$ cat src/common/game_settings.svh
`ifndef GAME_SETTINGS_SVH
`define GAME_SETTINGS_SVH

// horizontal scan, in pixel clock counts
`define H_ACTIVE      64
`define H_TOTAL       80
`define H_SYNC_START  68
`define H_SYNC_END    74

// vertical scan, in line counts
`define V_ACTIVE      48
`define V_TOTAL       52
`define V_SYNC_START  49
`define V_SYNC_END    50

`define TILE_SHIFT    3     // tiles are 8 by 8 pixels
`define PLAYER_SIZE   4     // side of the player square

`define HP_INIT       9     // hit points after reset
`define HP_HOLDOFF    2000  // cycles of immunity after a hit
`define HP_BAR_W      4     // bar pixels per hit point
`define HP_BAR_H      4     // bar height in rows

`define PLAYER_X0     32    // anchor after reset
`define PLAYER_Y0     24

`endif

$ cat src/common/game_pkg.sv
package game_pkg;

    // states of the hit-point FSM
    typedef enum logic [1:0] {
        HP_IDLE = 2'd0,  // armed, waiting for a lava sample
        HP_DEC  = 2'd1,  // one point was just taken
        HP_HOLD = 2'd2   // hold-off window, lava is ignored here
    } hp_state_t;

    // four-bit colour codes carried through the pixel path
    typedef enum logic [3:0] {
        C_BLACK  = 4'd0,   // blanking interval
        C_RED    = 4'd1,   // game over fill
        C_GRASS  = 4'd2,   // even tile rows
        C_SAND   = 4'd4,   // odd tile rows
        C_LAVA   = 4'd5,   // hazard tile
        C_HPBAR  = 4'd12,  // hit-point bar in the top left corner
        C_PLAYER = 4'd15   // player square
    } pix_code_t;

    // the RGB mapping of these codes happens outside this design

endpackage

$ cat src/hp/control_hp.sv
`timescale 1ns/1ps
`include "game_settings.svh"

module control_hp (
    input  logic       clk,
    input  logic       rst,
    input  logic [3:0] current_pix,
    output logic [3:0] hp_numb
);

    localparam int TW = $clog2(`HP_HOLDOFF + 1);  // wide enough to reach the hold-off value

    game_pkg::hp_state_t state;
    game_pkg::hp_state_t state_nxt;
    logic [3:0]          hp_numb_nxt;
    logic [TW-1:0]       timer;
    logic [TW-1:0]       timer_nxt;
    logic                lava;
    logic                hold_done;

    assign lava      = (current_pix == game_pkg::C_LAVA);
    assign hold_done = (timer == TW'(`HP_HOLDOFF));

    always_ff @(posedge clk) begin
        if (rst) begin
            state   <= game_pkg::HP_IDLE;
            hp_numb <= 4'(`HP_INIT);
            timer   <= '0;
        end else begin
            state   <= state_nxt;
            hp_numb <= hp_numb_nxt;
            timer   <= timer_nxt;
        end
    end

    always_comb begin
        case (state)
            game_pkg::HP_IDLE: state_nxt = lava ? game_pkg::HP_DEC : game_pkg::HP_IDLE;
            game_pkg::HP_DEC:  state_nxt = game_pkg::HP_HOLD;  // single cycle state
            game_pkg::HP_HOLD: state_nxt = hold_done ? game_pkg::HP_IDLE : game_pkg::HP_HOLD;
            default:           state_nxt = game_pkg::HP_IDLE;
        endcase
    end

    // the point is taken on the edge that leaves idle, so it shows one cycle after the sample
    always_comb begin
        hp_numb_nxt = hp_numb;
        timer_nxt   = '0;  // timer rests at zero outside the hold window
        if ((state_nxt == game_pkg::HP_DEC) && (hp_numb != 4'd0)) begin
            hp_numb_nxt = hp_numb - 1'b1;  // stops at zero
        end
        if ((state == game_pkg::HP_HOLD) && (state_nxt == game_pkg::HP_HOLD)) begin
            timer_nxt = timer + 1'b1;  // hold lasts HP_HOLDOFF+1 cycles counting from zero
        end
    end

endmodule

$ cat src/game_top.sv
`timescale 1ns/1ps
`include "game_settings.svh"

module game_top (
    input  logic       clk,
    input  logic       rst,
    input  logic       up,
    input  logic       down,
    input  logic       left,
    input  logic       right,
    output logic [3:0] pix,
    output logic       hsync,
    output logic       vsync,
    output logic       blank,
    output logic [3:0] hp
);

    logic [$clog2(`H_TOTAL)-1:0] hcount;
    logic [$clog2(`V_TOTAL)-1:0] vcount;
    logic [$clog2(`H_TOTAL)-1:0] player_x;
    logic [$clog2(`V_TOTAL)-1:0] player_y;
    logic                        tim_hsync;    // raw syncs before the output stage
    logic                        tim_vsync;
    logic                        tim_blank;
    logic                        frame_start;
    game_pkg::pix_code_t         field_pix;
    logic [3:0]                  current_pix;  // tile code under the anchor

    vga_timing u_vga_timing (
        .clk(clk), .rst(rst), .hcount(hcount), .vcount(vcount), .hsync(tim_hsync),
        .vsync(tim_vsync), .blank(tim_blank), .frame_start(frame_start)
    );

    player_ctrl u_player_ctrl (
        .clk(clk), .rst(rst), .frame_start(frame_start), .up(up), .down(down),
        .left(left), .right(right), .player_x(player_x), .player_y(player_y)
    );

    playfield u_playfield (
        .clk(clk), .rst(rst), .hcount(hcount), .vcount(vcount), .player_x(player_x),
        .player_y(player_y), .field_pix(field_pix), .current_pix(current_pix)
    );

    control_hp u_control_hp (
        .clk(clk), .rst(rst), .current_pix(current_pix), .hp_numb(hp)
    );

    hud_overlay u_hud_overlay (
        .clk(clk), .rst(rst), .hcount(hcount), .vcount(vcount), .player_x(player_x),
        .player_y(player_y), .field_pix(field_pix), .hp_numb(hp), .blank(tim_blank),
        .hsync(tim_hsync), .vsync(tim_vsync), .pix(pix), .hsync_out(hsync),
        .vsync_out(vsync), .blank_out(blank)
    );

endmodule

$ cat src/hud_overlay.sv
`timescale 1ns/1ps
`include "game_settings.svh"

module hud_overlay (
    input  logic                        clk,
    input  logic                        rst,
    input  logic [$clog2(`H_TOTAL)-1:0] hcount,
    input  logic [$clog2(`V_TOTAL)-1:0] vcount,
    input  logic [$clog2(`H_TOTAL)-1:0] player_x,
    input  logic [$clog2(`V_TOTAL)-1:0] player_y,
    input  game_pkg::pix_code_t         field_pix,
    input  logic [3:0]                  hp_numb,
    input  logic                        blank,
    input  logic                        hsync,
    input  logic                        vsync,
    output logic [3:0]                  pix,
    output logic                        hsync_out,
    output logic                        vsync_out,
    output logic                        blank_out
);

    localparam int HW = $clog2(`H_TOTAL);
    localparam int VW = $clog2(`V_TOTAL);

    logic [HW:0]         player_x_end;  // one past the right edge, extra bit against overflow
    logic [VW:0]         player_y_end;
    logic [HW:0]         bar_len;       // bar length in pixels
    logic                in_player;
    logic                in_bar;
    game_pkg::pix_code_t pix_nxt;

    assign player_x_end = {1'b0, player_x} + (HW + 1)'(`PLAYER_SIZE);
    assign player_y_end = {1'b0, player_y} + (VW + 1)'(`PLAYER_SIZE);
    assign bar_len      = (HW + 1)'(hp_numb) * (HW + 1)'(`HP_BAR_W);

    assign in_player = (hcount >= player_x) && ({1'b0, hcount} < player_x_end) &&
                       (vcount >= player_y) && ({1'b0, vcount} < player_y_end);
    assign in_bar    = (vcount < VW'(`HP_BAR_H)) && ({1'b0, hcount} < bar_len);

    always_comb begin
        if (blank) begin
            pix_nxt = game_pkg::C_BLACK;
        end else if (hp_numb == 4'd0) begin
            pix_nxt = game_pkg::C_RED;  // game over covers everything
        end else if (in_player) begin
            pix_nxt = game_pkg::C_PLAYER;
        end else if (in_bar) begin
            pix_nxt = game_pkg::C_HPBAR;
        end else begin
            pix_nxt = field_pix;
        end
    end

    // syncs pass through the same register stage as the pixel
    always_ff @(posedge clk) begin
        if (rst) begin
            pix       <= game_pkg::C_BLACK;
            hsync_out <= 1'b0;
            vsync_out <= 1'b0;
            blank_out <= 1'b1;  // dark until the first real pixel
        end else begin
            pix       <= pix_nxt;
            hsync_out <= hsync;
            vsync_out <= vsync;
            blank_out <= blank;
        end
    end

endmodule

$ cat src/player_ctrl.sv
`timescale 1ns/1ps
`include "game_settings.svh"

module player_ctrl (
    input  logic                        clk,
    input  logic                        rst,
    input  logic                        frame_start,
    input  logic                        up,
    input  logic                        down,
    input  logic                        left,
    input  logic                        right,
    output logic [$clog2(`H_TOTAL)-1:0] player_x,
    output logic [$clog2(`V_TOTAL)-1:0] player_y
);

    localparam int HW    = $clog2(`H_TOTAL);
    localparam int VW    = $clog2(`V_TOTAL);
    localparam int X_MAX = `H_ACTIVE - `PLAYER_SIZE;  // keeps the right edge on screen
    localparam int Y_MAX = `V_ACTIVE - `PLAYER_SIZE;  // keeps the bottom edge on screen

    logic [HW-1:0] x_nxt;
    logic [VW-1:0] y_nxt;

    // opposite directions cancel, a step past a limit is dropped
    always_comb begin
        x_nxt = player_x;
        y_nxt = player_y;
        if (left && !right && (player_x != '0)) begin
            x_nxt = player_x - 1'b1;
        end else if (right && !left && (player_x < HW'(X_MAX))) begin
            x_nxt = player_x + 1'b1;
        end
        if (up && !down && (player_y != '0)) begin
            y_nxt = player_y - 1'b1;  // screen y grows downwards
        end else if (down && !up && (player_y < VW'(Y_MAX))) begin
            y_nxt = player_y + 1'b1;
        end
    end

    always_ff @(posedge clk) begin
        if (rst) begin
            player_x <= HW'(`PLAYER_X0);
            player_y <= VW'(`PLAYER_Y0);
        end else if (frame_start) begin
            player_x <= x_nxt;  // only one step per frame
            player_y <= y_nxt;
        end
    end

endmodule

$ cat src/playfield.sv
`timescale 1ns/1ps
`include "game_settings.svh"

module playfield (
    input  logic                        clk,
    input  logic                        rst,
    input  logic [$clog2(`H_TOTAL)-1:0] hcount,
    input  logic [$clog2(`V_TOTAL)-1:0] vcount,
    input  logic [$clog2(`H_TOTAL)-1:0] player_x,
    input  logic [$clog2(`V_TOTAL)-1:0] player_y,
    output game_pkg::pix_code_t         field_pix,
    output logic [3:0]                  current_pix
);

    localparam int HW = $clog2(`H_TOTAL);
    localparam int VW = $clog2(`V_TOTAL);

    logic [HW-1:0] tile_x;      // column of 8 pixel tiles
    logic [VW-1:0] tile_y;      // row of 8 pixel tiles
    logic [1:0]    tile_mix;    // decides where lava goes
    logic          anchor_hit;  // scan is at the player anchor

    assign tile_x   = hcount >> `TILE_SHIFT;
    assign tile_y   = vcount >> `TILE_SHIFT;
    assign tile_mix = tile_x[1:0] ^ tile_y[1:0];

    // lava forms a diagonal stripe pattern, the rest alternates by row
    always_comb begin
        if (tile_mix == 2'b11) begin
            field_pix = game_pkg::C_LAVA;
        end else if (tile_y[0]) begin
            field_pix = game_pkg::C_SAND;  // odd rows
        end else begin
            field_pix = game_pkg::C_GRASS;
        end
    end

    assign anchor_hit = (hcount == player_x) && (vcount == player_y);

    // the anchor is passed once per frame so the sample holds a whole frame
    always_ff @(posedge clk) begin
        if (rst) begin
            current_pix <= game_pkg::C_GRASS;  // start out as safe ground
        end else if (anchor_hit) begin
            current_pix <= field_pix;
        end
    end

endmodule

$ cat src/vga_timing.sv
`timescale 1ns/1ps
`include "game_settings.svh"

module vga_timing (
    input  logic                        clk,
    input  logic                        rst,
    output logic [$clog2(`H_TOTAL)-1:0] hcount,
    output logic [$clog2(`V_TOTAL)-1:0] vcount,
    output logic                        hsync,
    output logic                        vsync,
    output logic                        blank,
    output logic                        frame_start
);

    localparam int HW = $clog2(`H_TOTAL);  // 7 bits for an 80 count line
    localparam int VW = $clog2(`V_TOTAL);  // 6 bits for 52 lines

    logic h_wrap;  // last pixel of the line
    logic v_wrap;  // last line of the frame

    assign h_wrap = (hcount == HW'(`H_TOTAL - 1));
    assign v_wrap = (vcount == VW'(`V_TOTAL - 1));

    always_ff @(posedge clk) begin
        if (rst) begin
            hcount <= '0;  // scan restarts at the top left corner
            vcount <= '0;
        end else begin
            if (h_wrap) begin
                hcount <= '0;
                if (v_wrap) begin
                    vcount <= '0;  // frame done
                end else begin
                    vcount <= vcount + 1'b1;  // next line
                end
            end else begin
                hcount <= hcount + 1'b1;
            end
        end
    end

    // sync windows are half open, start included and end excluded
    assign hsync = (hcount >= HW'(`H_SYNC_START)) && (hcount < HW'(`H_SYNC_END));
    assign vsync = (vcount >= VW'(`V_SYNC_START)) && (vcount < VW'(`V_SYNC_END));

    assign blank = (hcount >= HW'(`H_ACTIVE)) || (vcount >= VW'(`V_ACTIVE));  // outside picture

    assign frame_start = (hcount == '0) && (vcount == '0);  // one cycle per frame

endmodule
$ cat config.mk
export PLATFORM = sky130hd
export DESIGN_NAME = game_top
export DESIGN_NICKNAME = d
export VERILOG_FILES = /design/src/common/game_pkg.sv /design/src/hp/control_hp.sv /design/src/game_top.sv /design/src/hud_overlay.sv /design/src/player_ctrl.sv /design/src/playfield.sv /design/src/vga_timing.sv
export VERILOG_INCLUDE_DIRS = /design/src /design/src/common
export SDC_FILE = /design/constraint.sdc
export NUM_CORES = 1
export LEC_CHECK = 0
export ABC_AREA = 0
export BUFFER_PORTS_ARGS = -buffer_cell sky130_fd_sc_hd__clkbuf_2
export CAP_MARGIN = 40
export CORE_ASPECT_RATIO = 0.8
export CORE_MARGIN = 2
export CORE_UTILIZATION = 44
export DETAILED_ROUTE_END_ITERATION = 8
export GPL_TIMING_DRIVEN = 0
export PLACE_DENSITY = 0.56
export SETUP_SLACK_MARGIN = 0.3
export SLEW_MARGIN = 20
export SYNTH_ARGS = -nofsm -noshare
export SYNTH_HDL_FRONTEND = slang
export SYNTH_SLANG_ARGS = --single-unit
export TNS_END_PERCENT = 10
$ cat constraint.sdc
create_clock -name clk -period 3.3 [get_ports clk]
set_input_delay 0.33 -clock clk [delete_from_list [all_inputs] [get_ports clk]]
set_output_delay 0.33 -clock clk [all_outputs]
set_load 0.005 [all_outputs]
## Yosys cells after proc, flatten, opt, wreduce, memory -nomap -nowiden

Index checks and enable logic that the tools add are counted.

| word-level totals | value |
|---|---|
| bits in registers | 54 |
| bits of input ports | 6 |

| cells by class | value |
|---|---|
| $add $sub $neg | 10 |
| magnitude comparators | 14 |
| eq/ne operators | 11 |
| mux-type cells | 13 |
| bitwise logic cells | 2 |
| reductions and logical operators | 38 |

Operators by type and width:

| operator | count |
|---|---|
| logical AND 1 bit | 18 |
| two-way mux 6 bit | 3 |
| adder 7 x 1 -> 7 bit, second input constant | 2 |
| greater-or-equal comparator 7 bit, second input constant | 2 |
| two-way mux 7 bit | 2 |
| adder 6 x 1 -> 6 bit, second input constant | 2 |
| greater-or-equal comparator 6 bit, second input constant | 2 |
| < comparator 6 bit, second input constant | 2 |
| adder 11 x 1 -> 11 bit, second input constant | 1 |
| equality test 11 bit, second input constant | 1 |
| adder 7 x 3 -> 8 bit, second input constant | 1 |
| < comparator 7 x 8 -> 1 bit | 1 |
| two-way mux 4 bit | 2 |
| adder 6 x 3 -> 7 bit, second input constant | 1 |
| equality test 7 bit | 1 |
| equality test 7 bit, second input constant | 1 |
| greater-or-equal comparator 7 bit | 1 |
| logical NOT 7 bit | 1 |
| < comparator 6 x 7 -> 1 bit | 1 |
| < comparator 7 x 6 -> 1 bit | 1 |
| < comparator 7 x 6 -> 1 bit, second input constant | 1 |
| < comparator 7 bit, second input constant | 1 |
| nonzero test 7 bit | 1 |
| subtractor 7 x 1 -> 7 bit, second input constant | 1 |
| 26 further kinds | 38 |

## Longest topological paths before layout

| depth | value |
|---|---|
| depth after elaboration | 7 |
| mapped depth | 12 |
| mapped depth without buffers | 12 |

## Modules after synthesis

A second synthesis with hierarchy kept.

| second synthesis, totals | value |
|---|---|
| cells, all modules | 440 |
| area, all modules | 3793.6 um^2 |

By module, submodules not included:

| module | times used | cells each | area each (um^2) | seq. area each (um^2) |
|---|---|---|---|---|
| player_ctrl | 1 | 113 | 996.0 | 260.2 |
| hud_overlay | 1 | 115 | 929.6 | 140.1 |
| control_hp | 1 | 85 | 807.0 | 340.3 |
| vga_timing | 1 | 89 | 750.7 | 260.2 |
| playfield | 1 | 38 | 310.3 | 60.1 |

## Least setup slack after synthesis

OpenSTA, ideal clock, no wires.

| timing path | value |
|---|---|
| path type | register -> register |
| start | register u_player_ctrl.player_x[2] |
| end | register u_player_ctrl.player_x[6] |
| arrival time | 2.560 ns |
| path slack | 0.670 ns |
| stages on the path, launching flop included | 12 |
| buffers on the path | 0 |
| period minus slack after synthesis | 2.630 ns |
| path through | dfxtp_1 -> inv_1 -> ha_1 -> a311oi_2 -> inv_1 -> fa_1 -> nor2b_1 -> o31a_1 -> o22ai_1 -> xnor2_1 -> or3_1 -> a21oi_1 |

| on the way | value |
|---|---|
| longest elaborated chain between the ends | 4 |
| elaborated cells between the ends (all ways) | 10 |
| those cells by class | add/sub (2); order compare (1); mux (2); reduce/logical (5) |

RTL lines:

| what | RTL line | RTL |
|---|---|---|
| start: declaration | player_ctrl.sv:12 | `` output logic [$clog2(`H_TOTAL)-1:0] player_x, `` |
| start signal: assignment | player_ctrl.sv:42 | `` player_x <= HW'(`PLAYER_X0); `` |
| start signal: assignment | player_ctrl.sv:45 | `player_x <= x_nxt;` |
| < comparator 7 x 6 -> 1 bit or nonzero test 7 bit (tied branches) | player_ctrl.sv:30, player_ctrl.sv:28 |  |
| logical AND 1 bit (on tied branches) | player_ctrl.sv:30, player_ctrl.sv:28 |  |
| nonzero test 2 bit (no line) | n/a |  |
| AND reduction 2 bit (no line) | n/a |  |

Parallel ways exist; a longest one is shown, timed or not. The select of a mux whose other input is x is not followed.
A chain may end at the register's enable or synchronous reset.

## Worst setup path in the final report

Same ends and word-level chain as after synthesis.

==> metrics.md <==
| Metric | Value |
|---|---|
| Area grow syn2layout | `9.915%` |
| Commonest non-fill, non-tap cell in the layout | `dfxtp_1` |
| Slew of the pin with the lowest slew margin | `861.9 ps` |
| Largest net degree at the start of global routing | `18` |
| GRT Util Overall | `17.98%` |
| DRC | `0` |
| Int Pwr | `957.0 uW` |
| Antenna-violating nets left | `0` |
| CP required | `3530 ps` |
| Avg Inst Size Synth | `8.650 um^2` |
| Share of power burned in registers | `51.0%` |
| Seq/Total Area, Yosys | `31.37%` |
| Slew headroom | `42.01%` |
| CP startpoint kind | `flip-flop` |
| Initial DRC Count | `61` |
| H-tree depth | `2` |
| Setup TNS | `0 ps` |
| Root Driver | `clkbuf_8` |
| Final Skew | `5.097 ps` |
| DR vias | `2,626` |
| CTS Hold Buffers Added | `0` |
| Library cells used by synthesis | `51` |
| Unrepaired setup endpoints after global routing | `no` |
| Later-pin clock latency in the skew report | `300 ps` |
| Chip Height | `82.42 um` |
| Warnings from Yosys | `0` |
| Worst Setup Path Type | `reg2reg` |
| Top FF cell, synth | `dfxtp_1` |
| CP Max Fanout | `7` |
| R2r setup slk | `510 ps` |
| Die area | `0.008408 mm^2` |
| Final hold viol count | `0` |
| CTS tree | `done` |
| # setup viols final | `0` |
| Post-DP HPWL | `5.350 mm` |
| First-pass GRT wire length | `11.87 mm` |
| First-pass detailed-route iteration total | `4` |
| Synthesized Nets | `446` |
| Minimum clock period | `2791 ps` |
| Layout cells sized above 1 | `10.58%` |
| #FFs+latches synth | `53` |
| Clock power frac | `29.4%` |
| I/O Buffers | `16` |
| Post-layout instance area | `0.003717 mm^2` |
| CP Capture Type | `flip-flop` |
| Ant diodes | `0` |
| Max-cap violations | `0` |
| Sw Ratio | `29.56%` |
| Final period util | `84.57%` |
| Total CTS buffers | `5` |
| Power Density | `365.5 mW/mm^2` |
| Psw | `401.5 uW` |
| Ports | `17` |
| Mapped cell area | `0.003382 mm^2` |
| Vias in the first global route | `2,476` |
| Hold Crit Class | `in2reg` |
| Achievable clock frequency | `0.3583 GHz` |
| Clock sink count | `53` |
| # nets final | `470` |
| Maximum VDD drop | `0.0001848 V` |
| Async SR Flop Fraction | `0%` |
| Final slew viol count | `0` |
| Total congestion overflow | `0` |
| Status | `finished, final reports clean` |
| Clock slew at reported path FFs | `100 ps` |
| CTS max path bufs | `2` |
| Leakage | `0.001578 uW` |
| Final WL | `6.850 mm` |
| Drt wl/cell | `13.15 um` |
| Antenna violations before repair | `0` |
| Row cnt | `28` |
| Initial core utilization | `45.54%` |
| Die Width | `102.0 um` |
| Combinational Power Share | `19.5%` |
| Post-DP Area | `0.003593 mm^2` |
| Gate Count Post-Synth | `391` |
| Commonest non-fill, non-tap cells in the layout | `dfxtp_1, nor2_1, ha_1` |
| Post-DR vias/cell | `5.040` |
| Arr. time, crit path | `3020 ps` |
| Final GP Congestion | `0.7971` |
| Core area | `0.007427 mm^2` |
| Post-synth EDFFs | `0` |
==> critical path, cell delays in order, from the launching register on <==
cell      delay (ps)
dfxtp_2          410
inv_1             90
ha_1             240
a311oi_4         380
inv_1            160
fa_1             440
nor2b_2          160
o31a_1           150
o22ai_1           90
xnor2_1          140
or3_1            310
a21oi_1          150
==> what timing repair did <==
item | 4_1_cts | 5_1_grt
gates resized for setup | 1 | 3
buffers inserted | 0 | 1
pin swaps | 0 | 1
setup endpoints to repair | 1 | 2
==> routing by layer <==
layer	part of all wire [%]	track usage (%)
met1	56	26.61
met2	41	27.37
met3	2.4	2.862
met4	0.53	4.267
met5	0	0
==> cell type report <==
cell class | count | area, um^2
timing repair buffer | 17 | 87.58
buffer | 9 | 38.79
fill | 748 | 3710
inverter | 37 | 138.9
sequential | 53 | 1064
clock inverter | 2 | 17.52
tap | 105 | 131.4
clock buffer | 6 | 82.58
multi-input combinational | 292 | 2157
==> final timing paths <==
check	start	to	cells past startpoint
setup / recovery	u_player_ctrl.player_x[2]	u_player_ctrl.player_x[6]	11
hold / removal	rst	u_hud_overlay.blank_out	3
setup reg to reg	u_player_ctrl.player_x[2]	u_player_ctrl.player_x[6]	11
hold reg to reg	u_vga_timing.hcount[0]	u_vga_timing.hcount[0]	1
==> sequential cells by signal, indices dropped and copies added (netlist names) <==
register and flops:
u_control_hp.state 2, u_control_hp.hp_numb 4, u_vga_timing.vcount 6, u_control_hp.timer 11
u_playfield.current_pix 3, u_player_ctrl.player_x 7, u_hud_overlay.pix 4, u_hud_overlay.hsync_out 1
u_hud_overlay.vsync_out 1, u_vga_timing.hcount 7, u_player_ctrl.player_y 6, u_hud_overlay.blank_out 1
==> stage by stage <==
stage | worst slack (ps) | instances | power (uW) | util (%) | hold WS [ps]
6_report | 509.3 | 521 | 1359 | 50.05 | 337.2
5_1_grt | 311.5 | 521 | 1464 | 50.05 | 335.2
4_1_cts | 312.6 | 520 | 1375 | 49.88 | 333.2
3_5_place_dp | 228.5 | 512 | 965.0 | 48.38 | 446.2
3_3_place_gp | 247.6 | 512 | 960.4 | 48.38 | 442.3
2_1_floorplan | 669.8 | 391 | 905.6 | - | 425.8
==> cells in the mapped netlist (7+ instances only) <==
cell type | number | area [um^2]
ha_1 | 47 | 588.1
nor3_1 | 7 | 35.03
nand3_1 | 14 | 70.07
dfxtp_1 | 53 | 1061
nand2_1 | 16 | 60.06
xnor2_1 | 28 | 245.2
o21ai_0 | 11 | 55.05
xor2_1 | 8 | 70.07
nor2_1 | 50 | 187.7
clkbuf_1 | 7 | 26.28
nor2b_1 | 7 | 43.79
a21oi_1 | 19 | 95.09
nand4_1 | 7 | 43.79
inv_1 | 34 | 127.6
==> power groups by stage <==
stage | clock network, uW | registers (uW) | logic [uW]
global placement | 0 | 707 | 253
CTS | 418 | 693 | 265
global route | 458 | 699 | 306
finish | 400 | 693 | 265
detailed placement | 0 | 707 | 258
floorplan | 0 | 699 | 207
==> kinds of logic (layout without fill, tap and decap cells) <==
logic type	count (synthesis)	in the layout	synth area share [%]
AO/OA/AOI/OAI	69	69	13.43
XOR/XNOR	36	36	9.323
adder cells (fa/ha/maj)	49	49	18.57
buffers and inverters	46	71	5.253
flip-flops	53	53	31.37
multiplexers	8	8	2.442
AND/OR/NAND/NOR	130	130	19.61
(Power assumes the default switching activity.)
